==> config.mk <==
export PLATFORM = sky130hd
export DESIGN_NAME = glb_proc_ingress
export DESIGN_NICKNAME = d
export VERILOG_FILES = /design/src/hdl/global_buffer_pkg.sv /design/src/hdl/glb_proc_ingress.sv
export VERILOG_INCLUDE_DIRS = /design/src /design/src/include
export SDC_FILE = /design/constraint.sdc
export NUM_CORES = 1
export LEC_CHECK = 0
export BUFFER_PORTS_ARGS = -buffer_cell sky130_fd_sc_hd__buf_2
export CORE_MARGIN = 5
export CORE_UTILIZATION = 35
export DETAILED_ROUTE_END_ITERATION = 16
export HOLD_SLACK_MARGIN = 0.03
export PLACE_DENSITY_LB_ADDON = 0.1
export SETUP_SLACK_MARGIN = 0.05
export SYNTH_ARGS = -nofsm -noshare
export SYNTH_HDL_FRONTEND = slang
export SYNTH_SLANG_ARGS = --single-unit
==> constraint.sdc <==
create_clock -name clk -period 5.5 [get_ports clk]
set_input_delay 0.275 -clock clk [delete_from_list [all_inputs] [get_ports clk]]
set_output_delay 0.275 -clock clk [all_outputs]
set_load 0.02 [all_outputs]
==> src/include/global_buffer_settings.svh <==
// global buffer sizing macros
// tile count, bank depth, data, address and tag widths

`ifndef GLOBAL_BUFFER_SETTINGS_SVH
`define GLOBAL_BUFFER_SETTINGS_SVH

// tiles in the chain
`define GLB_NUM_TILES 4

// words held by each tile bank
`define GLB_BANK_WORDS 64

// host word and address split
`define GLB_DATA_WIDTH 32
`define GLB_TILE_ID_WIDTH 2
`define GLB_WORD_ADDR_WIDTH 6

// read tag, top bit marks last of batch
`define GLB_TAG_WIDTH 8

`endif

==> src/hdl/global_buffer_pkg.sv <==
// global buffer shared types
// command enum, host request, chain packet, payload union, read response

`include "global_buffer_settings.svh"

package global_buffer_pkg;

    // one bit request command
    typedef enum logic [0:0] {
        proc_write = 1'b0,
        proc_read  = 1'b1
    } proc_cmd_e;

    // request as presented by the host
    typedef struct packed {
        logic                              valid;
        proc_cmd_e                         cmd;
        logic [`GLB_TILE_ID_WIDTH-1:0]     tile_id;
        logic [`GLB_WORD_ADDR_WIDTH-1:0]   word_addr;
        logic [`GLB_DATA_WIDTH-1:0]        data;
        logic [`GLB_TAG_WIDTH-1:0]         tag;
    } host_req_t;

    // write view of the payload word
    typedef struct packed {
        logic [`GLB_DATA_WIDTH-1:0] data;
    } wr_body_t;

    // read request view, tag in the top bits
    typedef struct packed {
        logic [`GLB_TAG_WIDTH-1:0]                  tag;
        logic [`GLB_DATA_WIDTH-`GLB_TAG_WIDTH-1:0]  pad;
    } rdrq_body_t;

    // payload decoded by cmd
    typedef union packed {
        wr_body_t   wr;
        rdrq_body_t rdrq;
    } payload_u;

    // west to east processor packet
    typedef struct packed {
        logic                              valid;
        proc_cmd_e                         cmd;
        logic [`GLB_TILE_ID_WIDTH-1:0]     tile_id;
        logic [`GLB_WORD_ADDR_WIDTH-1:0]   word_addr;
        payload_u                          payload;
    } packet_t;

    // read response on the response chain
    typedef struct packed {
        logic                          valid;
        logic [`GLB_TAG_WIDTH-1:0]     tag;
        logic [`GLB_DATA_WIDTH-1:0]    data;
    } rdrs_packet_t;

endpackage

==> src/hdl/glb_proc_ingress.sv <==
// west edge ingress of the global buffer chain
// stall register and chain clock enable
// host request to packet register, payload union fill

module glb_proc_ingress (
    input  logic                          clk,
    input  logic                          reset,
    input  logic                          stall,
    input  global_buffer_pkg::host_req_t  host_req,
    output global_buffer_pkg::packet_t    packet,
    output logic                          clk_en
);

    logic                        stall_d1;
    logic                        load;
    logic                        pkt_valid_q;
    global_buffer_pkg::packet_t  pkt_next;
    global_buffer_pkg::packet_t  pkt_q;

    // stall registered once for the whole chain
    // held high in reset so clk_en starts low
    always_ff @(posedge clk or posedge reset) begin
        if (reset) begin
            stall_d1 <= 1'b1;
        end else begin
            stall_d1 <= stall;
        end
    end

    assign clk_en = ~stall_d1;

    // build the west edge packet
    always_comb begin
        pkt_next = '0;
        pkt_next.valid = host_req.valid;
        pkt_next.cmd = host_req.cmd;
        pkt_next.tile_id = host_req.tile_id;
        pkt_next.word_addr = host_req.word_addr;
        // write carries the data word, read carries the tag
        if (host_req.cmd == global_buffer_pkg::proc_write) begin
            pkt_next.payload.wr.data = host_req.data;
        end else begin
            pkt_next.payload.rdrq.tag = host_req.tag;
        end
    end

    // hold while frozen
    // a request right after stall release still loads, the held slot is empty then
    assign load = clk_en || host_req.valid;

    always_ff @(posedge clk or posedge reset) begin
        if (reset) begin
            pkt_valid_q <= 1'b0;
        end else if (load) begin
            pkt_valid_q <= pkt_next.valid;
        end
    end

    // packet fields, no reset needed
    always_ff @(posedge clk) begin
        if (load) begin
            pkt_q <= pkt_next;
        end
    end

    always_comb begin
        packet = pkt_q;
        packet.valid = pkt_valid_q;
    end

    // host keeps requests off while stall is up
    a_no_req_in_stall: assert property (
        @(posedge clk) disable iff (reset)
        host_req.valid |-> !stall
    ) else $error("ingress: request presented while stall is high");

endmodule

==> results.ini <==
[power_and_ir_drop]
power_frac_comb_pct = 14.5
clockPowerShare_pct = 27.2
p_leak_uw = 0.00101
power_per_cell_area_nw_per_um2 = 307
vdd_drop_max_mv = 0.149
power_report.internal_total_uw = 514
p_switching_uw = 161
share_seq_of_total_power_pct = 58.2
post_layout_total_power_uw = 675
switching_share_pct = 23.8

[routing]
drtAntennaViolNets = 0
route.detailed.drc = 0
routed_via_density = 4.37
wirelength_um = 3360
initialDrtViolationCount = 51
routed_wire_length_per_instance_um = 14.3
vias = 1026
firstDrtPassIters = 4

[timing]
max-slew-margin-rel_pct = 33.6
hold_viol_final = 0
final_period_minus_worst_setup_slack_ns = 1.56
grt_setup_unrepaired = false
timing.setup.tns_ns = 0
final_setup_vio_count = 0
hold_ws_ns = 0.0863
slew_violations = 0
maxClockFrequency_mhz = 639
timing.final.crit_share_pct = 28.5
final_worst_clock_skew_ns = 0.00350
worstMarginPinSlew_ns = 0.996

[setup_path]
cp_slowest_cell = dfstp_2
worstSetupPathType = reg2reg
crit-reg2reg-launch = stall_d1
crit_path_start_kind = flop
timing.critical_path.required_ns = 5.32
endpoint_type_of_the_worst_setup_path = flop
cp.buffers_inverters = 0
r2r_cells = 1
path_cells = nand2b_2
worst_ep_arrival_time_ns = 1.39
rrSetupSlack_ns = 3.94
cp_top_family = flip-flops
critical_path.max_stage_delay_ns = 0.55
rr_endpoint = packet[27]
crit_path_max_fanout = 41

[min_path]
hold_path_startpoint = stall
worst_hold_path.endpoint = stall_d1
min_delay_path_depth = 1
holdCritPathClass = in2reg

[clock_tree]
htree_num_levels = 2
clock_sink_count = 43
clk_pin_slew_worst_paths_ns = 0.07
cts_max_path_buffers = 2
tritoncts = built
worst_skew_pair.late_latency_ns = 0.28
cts_buffers = 5
cts_root_buf = clkbuf_8

[floorplan]
placementRows = 24
die_area_sq_um = 6010
fp.dieW_um = 77.5
io-pin-count = 96
core_region_area_sq_um = 4380
die_height_um = 77.5
floorplan.initialDensity_pct = 36.4

[yosys]
mappedNetlistNets = 136
synth_top_area_share_pct = 77.2
synth_seq_cells = 43
synth.yosys.warnings = 0
synthesis.area_sq_um = 1600
yosys.cell_types.count = 12
synth_seq_area_share_pct = 80.4
library_cell_occupying_the_most_area_in_the_post_synthesis_netlist = edfxtp_1
synth.avg_cell_area_sq_um = 19.2
dominant_cells_by_area_after_synthesis = edfxtp_1 77%, nor2b_1 9.4%, mux2_4 5.6%, dfstp_2 1.6%, dfrtp_1 1.6%
syn_inst = 83

[placement]
portBuffers = 95
place.detailed.hpwl_um = 2490
gp_congestion = 0.680
place_inst = 226

[global_route]
overflow = 0
grtUsageTotal_pct = 10.9
grt_max_degree = 42
antenna_found_initial = 0
vias_in_the_first_global_route = 1076
grt_first_pass_wirelength_um = 5040

[cells_and_area]
insertedDiodeCount = 0
layout_commonest_cell = buf_2
areaGrowthSynthToFinish_pct = 37.9
layout.cells.non_filler = 235
layout-drive-gt1-share_pct = 60.1
layout_common_cells = 95 x buf_2, 41 x edfxtp_1, 24 x nor2b_1
nNetsFinal = 235

[run]
maximum_capacitance_violations = 0

[outcome]
status = completed

-- area by class of cell --
class                           count  area, sq um
Timing Repair Buffer               96          485
Clock buffer                        6         72.6
Inverter                            2         7.51
Sequential cell                    43         1280
Clock inverter                      2         7.51
Tap cell                           52         65.1
Fill cell                         398         2180
Multi-Input combinational cell     34          279
-- logic make-up (layout without fill, tap and decap cells) --
| group | Yosys count | in the layout | share of synthesized area [%] |
|---|---|---|---|
| muxes | 8 | 8 | 7.06 |
| buffers and inverters | 6 | 106 | 2.27 |
| DFF | 43 | 43 | 80.4 |
| and+or+nand+nor | 25 | 25 | 9.80 |
| AOI/OAI and AO/OA | 1 | 1 | 0.471 |
-- synth_stat cells --
| cell type | n |
|---|---|
| a21o_1 | 1 |
| buf_2 | 2 |
| buf_4 | 1 |
| buf_6 | 1 |
| dfrtp_1 | 1 |
| dfstp_2 | 1 |
| edfxtp_1 | 41 |
| inv_1 | 2 |
| mux2_2 | 2 |
| mux2_4 | 6 |
| nand2b_1 | 1 |
| nor2b_1 | 24 |
-- metrics by stage --
step | util, % | area [sq um] | worst slack, ns
after floorplan | - | 1600 | 3.74
after global placement | 48.1 | 2110 | 3.97
after detailed placement | 48.1 | 2110 | 3.92
after CTS | 50.2 | 2200 | 3.91
after global routing | 50.2 | 2200 | 3.82
final | 50.2 | 2200 | 3.94
-- metal layers --
layer	track usage [%]	part of all wire [%]	wire length, um	vias to the layer above
li1	-	-	-	491
met1	10.6	34	1150	478
met2	18.5	53	1780	55
met3	6.60	12	413	2
met4	4.64	0.68	23	0
met5	0	0	0	-
-- flip-flops by register name, indices dropped and copies added (netlist names) --
| name | cells |
|---|---|
| stall_d1 | 1 |
| pkt_valid_q | 1 |
| packet | 41 |
-- what timing repair did --
item	CTS	global route
hold buffers	1	0
setup buffers	0	0
hold endpoints to repair	2	0
gates resized for setup	0	0
-- power groups by stage --
stage          logic [uW]  registers (uW)  clock network [uW]
2_1_floorplan        23.5             433                   0
3_3_place_gp         97.8             400                   0
3_5_place_dp         99.8             401                   0
4_1_cts               100             394                 193
5_1_grt               105             396                 203
6_report             98.1             393                 184
-- worst max path at each step --
stage | startpoint | end | slack, ns | cells past startpoint
6_report | stall_d1 | packet[27] | 3.94 | 1
5_1_grt | stall_d1 | packet[14] | 3.82 | 1
4_1_cts | stall_d1 | packet[40] | 3.91 | 1
3_5_place_dp | stall_d1 | packet[2] | 3.92 | 1
3_3_place_gp | stall_d1 | packet[2] | 3.97 | 1
2_1_floorplan | stall_d1 | packet[0] | 3.74 | 1
(Power assumes the default switching activity.)
