==> src/include/global_buffer_settings.svh <==
// global buffer sizing macros
// tile count, bank depth, data, address and tag widths

`ifndef GLOBAL_BUFFER_SETTINGS_SVH
`define GLOBAL_BUFFER_SETTINGS_SVH

// tiles in the chain
`define GLB_NUM_TILES 4

// words held by each tile bank
`define GLB_BANK_WORDS 64

// host word and address split
`define GLB_DATA_WIDTH 32
`define GLB_TILE_ID_WIDTH 2
`define GLB_WORD_ADDR_WIDTH 6

// read tag, top bit marks last of batch
`define GLB_TAG_WIDTH 8

`endif

==> src/hdl/global_buffer_pkg.sv <==
// global buffer shared types
// command enum, host request, chain packet, payload union, read response

`include "global_buffer_settings.svh"

package global_buffer_pkg;

    // one bit request command
    typedef enum logic [0:0] {
        proc_write = 1'b0,
        proc_read  = 1'b1
    } proc_cmd_e;

    // request as presented by the host
    typedef struct packed {
        logic                              valid;
        proc_cmd_e                         cmd;
        logic [`GLB_TILE_ID_WIDTH-1:0]     tile_id;
        logic [`GLB_WORD_ADDR_WIDTH-1:0]   word_addr;
        logic [`GLB_DATA_WIDTH-1:0]        data;
        logic [`GLB_TAG_WIDTH-1:0]         tag;
    } host_req_t;

    // write view of the payload word
    typedef struct packed {
        logic [`GLB_DATA_WIDTH-1:0] data;
    } wr_body_t;

    // read request view, tag in the top bits
    typedef struct packed {
        logic [`GLB_TAG_WIDTH-1:0]                  tag;
        logic [`GLB_DATA_WIDTH-`GLB_TAG_WIDTH-1:0]  pad;
    } rdrq_body_t;

    // payload decoded by cmd
    typedef union packed {
        wr_body_t   wr;
        rdrq_body_t rdrq;
    } payload_u;

    // west to east processor packet
    typedef struct packed {
        logic                              valid;
        proc_cmd_e                         cmd;
        logic [`GLB_TILE_ID_WIDTH-1:0]     tile_id;
        logic [`GLB_WORD_ADDR_WIDTH-1:0]   word_addr;
        payload_u                          payload;
    } packet_t;

    // read response on the response chain
    typedef struct packed {
        logic                          valid;
        logic [`GLB_TAG_WIDTH-1:0]     tag;
        logic [`GLB_DATA_WIDTH-1:0]    data;
    } rdrs_packet_t;

endpackage

==> src/hdl/glb_rdrs_egress.sv <==
// east edge egress of the response chain
// final response register, host read port and interrupt pulse

`include "global_buffer_settings.svh"

module glb_rdrs_egress (
    input  logic                             clk,
    input  logic                             reset,
    input  logic                             clk_en,
    input  global_buffer_pkg::rdrs_packet_t  rdrs_in,
    output global_buffer_pkg::rdrs_packet_t  rdrs,
    output logic                             interrupt_pulse
);

    logic                              rdrs_valid_q;
    logic                              pulse_q;
    global_buffer_pkg::rdrs_packet_t   rdrs_q;

    // valid bit and batch end flag
    // top tag bit marks the batch end
    always_ff @(posedge clk or posedge reset) begin
        if (reset) begin
            rdrs_valid_q <= 1'b0;
            pulse_q <= 1'b0;
        end else if (clk_en) begin
            rdrs_valid_q <= rdrs_in.valid;
            pulse_q <= rdrs_in.valid && rdrs_in.tag[`GLB_TAG_WIDTH-1];
        end
    end

    // tag and data
    always_ff @(posedge clk) begin
        if (clk_en) begin
            rdrs_q <= rdrs_in;
        end
    end

    // held response stays hidden while frozen
    // it shows once when the chain resumes
    always_comb begin
        rdrs = rdrs_q;
        rdrs.valid = rdrs_valid_q && clk_en;
    end

    // gated like the response valid
    assign interrupt_pulse = pulse_q && clk_en;

    // pulse only together with a response
    a_pulse_with_rdrs: assert property (
        @(posedge clk) disable iff (reset)
        interrupt_pulse |-> rdrs.valid
    ) else $error("egress: interrupt pulse without read response");

endmodule

==> config.mk <==
export PLATFORM = sky130hd
export DESIGN_NAME = glb_rdrs_egress
export DESIGN_NICKNAME = d
export VERILOG_FILES = /design/src/hdl/global_buffer_pkg.sv /design/src/hdl/glb_rdrs_egress.sv
export VERILOG_INCLUDE_DIRS = /design/src /design/src/include
export SDC_FILE = /design/constraint.sdc
export NUM_CORES = 1
export LEC_CHECK = 0
export ABC_AREA = 1
export BUFFER_PORTS_ARGS = -buffer_cell sky130_fd_sc_hd__buf_2
export CAP_MARGIN = 20
export CORE_AREA = 2 2 60 62
export DETAILED_ROUTE_END_ITERATION = 10
export DIE_AREA = 0 0 62 64
export PLACE_DENSITY = 0.76
export SYNTH_ARGS = -nofsm -noshare
export SYNTH_HDL_FRONTEND = slang
export SYNTH_SLANG_ARGS = --single-unit
==> constraint.sdc <==
create_clock -name clk -period 0.8 [get_ports clk]
set_input_delay 0.24 -clock clk [delete_from_list [all_inputs] [get_ports clk]]
set_output_delay 0.24 -clock clk [all_outputs]
set_load 0.02 [all_outputs]
==> impl_results.md, run 1 <==
* Crit path arrival time at 0.94 ns
* Crit path kind: reg2out
* Gpl congestion at around 0.62
* DP HPWL at between 1500 and 2000 µm
* Non-Filler Instances at ~200
* Clock skew at 0 ns
* Vias at 865
* Gate Count Post-Synth at 54
* Critical path's top delay family: flip-flops
* Post-synthesis net count at slightly below 100
* Mapped Area at approximately 1300 µm²
* Final ANT Viol Nets at 0
* P_leak at just over 0.0009 µW
* Power per Cell Area at 2040 nW/µm²
* CTS root buffer: clkbuf_4
* Max Cap Violations at 0
* Nets@finish at between 150 and 200
* Number of synthesized flops with an enable pin at 40
* Max Slew Vio Count at 0
* Yosys reg bits at 42
* Synth top cells by count: 40 x edfxtp_1, 7 x nand2_1, 4 x inv_1
* Synth cell types at 5
* Vias in the first global route at between 800 and 900
* Final hold vios at 0
* CP Cell Sequence: nand2_1, inv_2, buf_6
* Largest net degree at the start of global routing at 24
* Hold/Removal Path Class: in2reg
* Slowest CP cell: dfrtp_1
* VDD IR max at between 0.0009 and 0.001 V
* Total die area at between 3000 and 4000 µm²
* Clock Path Buffers at 2
* Routed WL at about 2800 µm
* CTS tree: built
* Gr usage total at 12.4%
* RSZ-0062 raised after global routing: yes
* Die width at 62 µm
* Run status: finished, violations left
* Synth top area cells: edfxtp_1 93%, dfrtp_1 3.9%, nand2_1 2.0%
* Fillcell total at approximately 240
* Detailed Routing Iterations Pass 1 at 4
* Clock sinks at 42
* Failing checks: negative setup slack
* Initial core utilization at just under 40%
* Synthesized area per cell at approximately 24 µm²
* CP max FO at 2
* Main flop type after synthesis: edfxtp_1
* Clock slew at reported path FFs at ~0.12 ns
* Setup Fix Bufs, Post-CTS at 0
* Area Growth Syn to Fin at 63.0%
* Multi-input logic area at around 34 µm²
* Inst Count DP at around 190
* Core Footprint at between 3000 and 4000 µm²
* GR Overflow Total at 0
* Initial drt markers at 19
* First-pass GRT wire length at between 3000 and 4000 µm
* ANT cells at 0
* WP data required at about 0.56 ns
* Worst Path Buf+Inv at 2
* Endpoints failing setup at 42
* Yosys top cell area share at ~93%
* Slew headroom at between 80% and 90%
* Max incr delay on CP at about 0.4 ns
* # rows at 21
* Yosys Warn Count at 0
* CP startpoint kind: flip-flop
* Area leader, netlist: edfxtp_1
* Reg area at roughly 1300 µm²
* Worst Setup Slack, final at -0.383 ns
* Final period utilization at 148%
* Post-layout min period at between 1 and 1.5 ns
* TritonCTS buffer count at 5
* # IOs at 86
* Async S/R FF share, synth at 4.76%
* Vias/cell at roughly 4.4
* DRC viols at 0
* DR WL/cell at approximately 14 µm
* H-tree depth at 2
* Layout cells sized above 1 at around two thirds
* DIE HEIGHT at 64 µm
* Most frequent cell after synthesis: edfxtp_1
* Register area share after synthesis at between 90% and 100%
* IO Port Bufs at 85
* Worst skew pair latency at between 0.3 and 0.4 ns
* Core Util, Final at between 60% and 70%
* Initial antenna violation count at 0
* Critical path endpoint category: output port
* Peak Freq at roughly 850 MHz
* Setup TNS Final at -13.08 ns
* Slew @ Worst Pin at 0.219 ns
==> sequential cells by signal (all words and copies together) (netlist names) <==
register,flops
rdrs,40
rdrs_valid_q,1
pulse_q,1
==> final cells by class <==
class                      count  area share, %
clock inverter                 2          0.473
sequential                    42           59.2
tap                           46           2.72
timing repair buffer          90           33.6
multi-input combinational      8           1.60
inverter                       4          0.710
clock buffer                   5           1.78
==> timing repair <==
item                       4_1_cts  5_1_grt
hold endpoints to repair         2        0
gates resized for setup         12       65
setup endpoints to repair       42       42
hold buffers                     1        0
==> through the flow <==
stage	cell area [µm²]	power (µW)	hold WS, ns	setup WS (ns)
2_1_floorplan	1300	2930	-0.0188	0.0580
3_3_place_gp	1820	3240	0.0884	-0.174
3_5_place_dp	1820	3250	0.0956	-0.199
4_1_cts	1920	4190	0.0593	-0.417
5_1_grt	2110	4530	0.0324	-0.465
6_report	2110	4310	0.0768	-0.383
==> worst paths after layout <==
| kind | from | end | slack (ns) | depth (start not counted) |
|---|---|---|---|---|
| max in group asynchronous | reset | pulse_q | 0.38 | 3 |
| min in group asynchronous | reset | rdrs_valid_q | 0.31 | 3 |
| min reg2reg | rdrs_valid_q | rdrs_valid_q | 0.49 | 2 |
| min | rdrs_in[23] | rdrs[23] | 0.08 | 1 |
| max reg2reg | pulse_q | pulse_q | 0.18 | 2 |
| max | rdrs_valid_q | rdrs[40] | -0.38 | 3 |
==> per-layer routing <==
layer | vias to the layer above | part of all wire (%) | track usage, %
met2 | 63 | 54 | 20.2
met5 | - | 0 | 0
met1 | 404 | 34 | 11.9
met3 | 4 | 11 | 7.29
li1 | 394 | - | -
met4 | 0 | 0.91 | 6.65
==> worst reg2reg max path, delay by kind of cell, from the launching register on <==
kind             cells  cell delay (ns)
AND/OR/NAND/NOR      2             0.12
flip-flops           1             0.40
==> where the power goes <==
group / internal (µW) / total, µW / leakage, µW / switching [µW]
Combinational: 376 / 739 / 0.000485 / 363
Clock: 316 / 898 / 0.0000308 / 582
Sequential: 2600 / 2680 / 0.000417 / 76.2
==> cell usage in the layout (no fill, tap or decap), types with 2 or more instances in the layout <==
cell type,netlist,final
edfxtp_1,40,40
clkinv_2,0,2
nand2_1,7,6
dfrtp_1,2,2
inv_2,0,2
clkbuf_4,0,5
buf_6,0,37
buf_2,0,48
buf_4,0,3
inv_1,4,2
==> logic make-up (layout without fill, tap and decap cells) <==
| kind of cell | after synthesis | in the layout | share of synthesized area (%) |
|---|---|---|---|
| flip-flops | 42 | 42 | 96.4 |
| AND/OR/NAND/NOR | 8 | 8 | 2.41 |
| buffers and inverters | 4 | 101 | 1.16 |
Power figures use the tool's default switching activity.
==> run 2: changes to the inputs <==
--- a/config.mk
+++ b/config.mk
@@ -9,10 +9,11 @@
 export ABC_AREA = 1
 export BUFFER_PORTS_ARGS = -buffer_cell sky130_fd_sc_hd__buf_2
 export CAP_MARGIN = 20
-export CORE_AREA = 2 2 60 62
+export CORE_AREA = 2 2 54 66
+export CTS_BUF_LIST = sky130_fd_sc_hd__clkbuf_8
 export DETAILED_ROUTE_END_ITERATION = 10
-export DIE_AREA = 0 0 62 64
-export PLACE_DENSITY = 0.76
+export DIE_AREA = 0 0 56 68
+export PLACE_DENSITY = 0.78
 export SYNTH_ARGS = -nofsm -noshare
 export SYNTH_HDL_FRONTEND = slang
 export SYNTH_SLANG_ARGS = --single-unit
==> impl_results.md, run 2 (synthesis results as in run 1) <==
* CP max FO at 2 (unchanged)
* # rows at 23 (+9.5%)
* Max reg flops at 40 (unchanged)
* Hold/Removal Path Class: in2reg
* Max incr delay on CP at 0.40 ns (about the same)
* Met2 WL at 1370 µm (-7.7%)
* Routed WL at 2740 µm (-0.47%)
* Max Cap Violations at 0 (unchanged)
* Initial core utilization at 40.3% (+0.75 points)
* IO Port Bufs at 85 (unchanged)
* CTS tree: built
* Final hold vios at 0 (unchanged)
* WP data required at 0.56 ns (about the same)
* Max Slew Vio Count at 0 (unchanged)
* ANT cells at 0 (unchanged)
* Vias/cell at 4.52 (+3.0%)
* CP startpoint kind: flip-flop
* R2R Setup Slk at 0.05 ns (-0.13 ns)
* Worst skew pair latency at 0.28 ns (-0.04 ns)
* Layout cells sized above 1 at 63.2% (-2.4 points)
* Fillcell total at 218 (-7.2%)
* Crit path arrival time at 0.92 ns (-0.02 ns)
* Failing checks: negative setup slack
* Clock Path Buffers at 2 (unchanged)
* Core Footprint at 3220 µm² (-1.9%)
* Core Util, Final at 65.7% (+1.3 points)
* Clock slew at reported path FFs at 0.08 ns (-0.04 ns)
* CP Cell Sequence: nand2_1, inv_1, buf_6
* Worst Setup Slack, final at -0.357 ns (+0.0259 ns)
* Most frequent cells in the layout: 53 x buf_2, 40 x edfxtp_1, 32 x buf_6, 7 x nand2_1
* Clock skew at 0 ns (unchanged)
* Peak Freq at 864 MHz (+2.2%)
* Crit path kind: reg2out
* Run status: finished, violations left
* CTS root buffer: clkbuf_8
* Most common cell after layout, fill and taps aside: buf_2
* Met3 wire len at 401 µm (+30%)
* Largest net degree at the start of global routing at 23 (-4.2%)
* DR WL/cell at 14.5 µm (+3.7%)
* # IOs at 86 (unchanged)
* Slew @ Worst Pin at 0.171 ns (-0.0488 ns)
* Detailed Routing Iterations Pass 1 at 4 (unchanged)
* Nets@finish at 195 (unchanged)
* Pre-CTS setup slack at -0.143 ns (+0.0560 ns)
* Initial antenna violation count at 0 (unchanged)
* Final ANT Viol Nets at 0 (unchanged)
* Vias at 855 (-1.2%)
* Gpl congestion at 0.682 (+10%)
* Metal-1 WL at 920 µm (-1.7%)
* Post-layout min period at 1.16 ns (-0.0259 ns)
* Final period utilization at 145% (-3.2 points)
* TritonCTS buffer count at 5 (unchanged)
* P_leak at 0.000949 µW (+1.7%)
* DRC viols at 0 (unchanged)
* Vias in the first global route at 844 (+4.2%)
* H-tree depth at 2 (unchanged)
* DP HPWL at 1990 µm (+3.6%)
* DIE HEIGHT at 68 µm (+6.3%)
* DR top layer: met4
* Area Growth Syn to Fin at 63.2%
* First-pass GRT wire length at 3870 µm (+13%)
* Pwr Total at 4640 µW (+7.5%)
* Initial drt markers at 23 (+4)
* GR Overflow Total at 0 (unchanged)
* VDD IR max at 0.00175 V (+87%)
* Gr usage total at 14.6% (+2.1 points)
* Total die area at 3810 µm² (-4.0%)
* Die width at 56 µm (-9.7%)
* Power per Cell Area at 2190 nW/µm² (+7.4%)
* Slowest CP cell: dfrtp_1
* Endpoints failing setup at 42 (unchanged)
* RSZ-0062 raised after global routing: yes
* Clock sinks at 42 (unchanged)
* Slew headroom at 88.6% (+3.3 points)
* Critical path endpoint category: output port
-- run 2: cell types whose count changed in the layout (fill, tap and decap cells not counted), sizes merged --
cell  delta
inv      +1
-- run 2: layout make-up --
cell class | instances | area (µm²) | share of cell area, %
sequential | 42 | 1250 | 59.1
timing repair buffer | 90 | 691 | 32.6
clock buffer | 5 | 68.8 | 3.25
tap | 37 | 46.3 | 2.19
multi-input combinational | 8 | 31.3 | 1.48
inverter | 4 | 15.0 | 0.709
clock inverter | 3 | 13.8 | 0.650
-- run 2: where the power goes --
part	internal [µW]	switching [µW]	total (µW)
Combinational	361	366	727
Clock	591	649	1240
Sequential	2600	70.1	2670
Total	3550	1080	4640
-- run 2: repair_timing --
action	4_1_cts	5_1_grt
resized for setup	18	46
hold buffers	1	0
endpoints found under the setup margin	42	42
setup buffers	0	1
endpoints found under the hold margin	2	0
cloned	0	0
-- run 2: final timing paths --
check,from,cells past startpoint,endpoint
setup / recovery,pulse_q,3,interrupt_pulse
min in group asynchronous,reset,3,pulse_q
setup reg to reg,rdrs_valid_q,3,rdrs_valid_q
max in group asynchronous,reset,3,rdrs_valid_q
hold / removal,rdrs_in[31],1,rdrs[31]
hold reg to reg,pulse_q,2,pulse_q
-- run 2: stage by stage --
step / setup TNS [ns] / cell area, µm² / std cells / hold WS [ns]
floorplan: 0 / 1300 / 54 / -0.0188
global placement: -3.95 / 1820 / 179 / 0.0890
detailed placement: -4.79 / 1820 / 179 / 0.0897
CTS: -11.51 / 1970 / 188 / 0.108
global route: -12.48 / 2120 / 189 / 0.105
finish: -10.84 / 2120 / 189 / 0.121
-- run 2: routing by layer --
layer / vias to the layer above / track usage (%)
met2: 68 / 22.9
met5: - / 0
li1: 394 / -
met1: 389 / 14.4
met4: 0 / 10.7
met3: 4 / 8.51
-- run 2: critical path: cells and delay by family (launching register included) --
kind	cells	cell delay (ns)
DFF	1	0.40
buffers and inverters	2	0.17
and+or+nand+nor	1	0.07
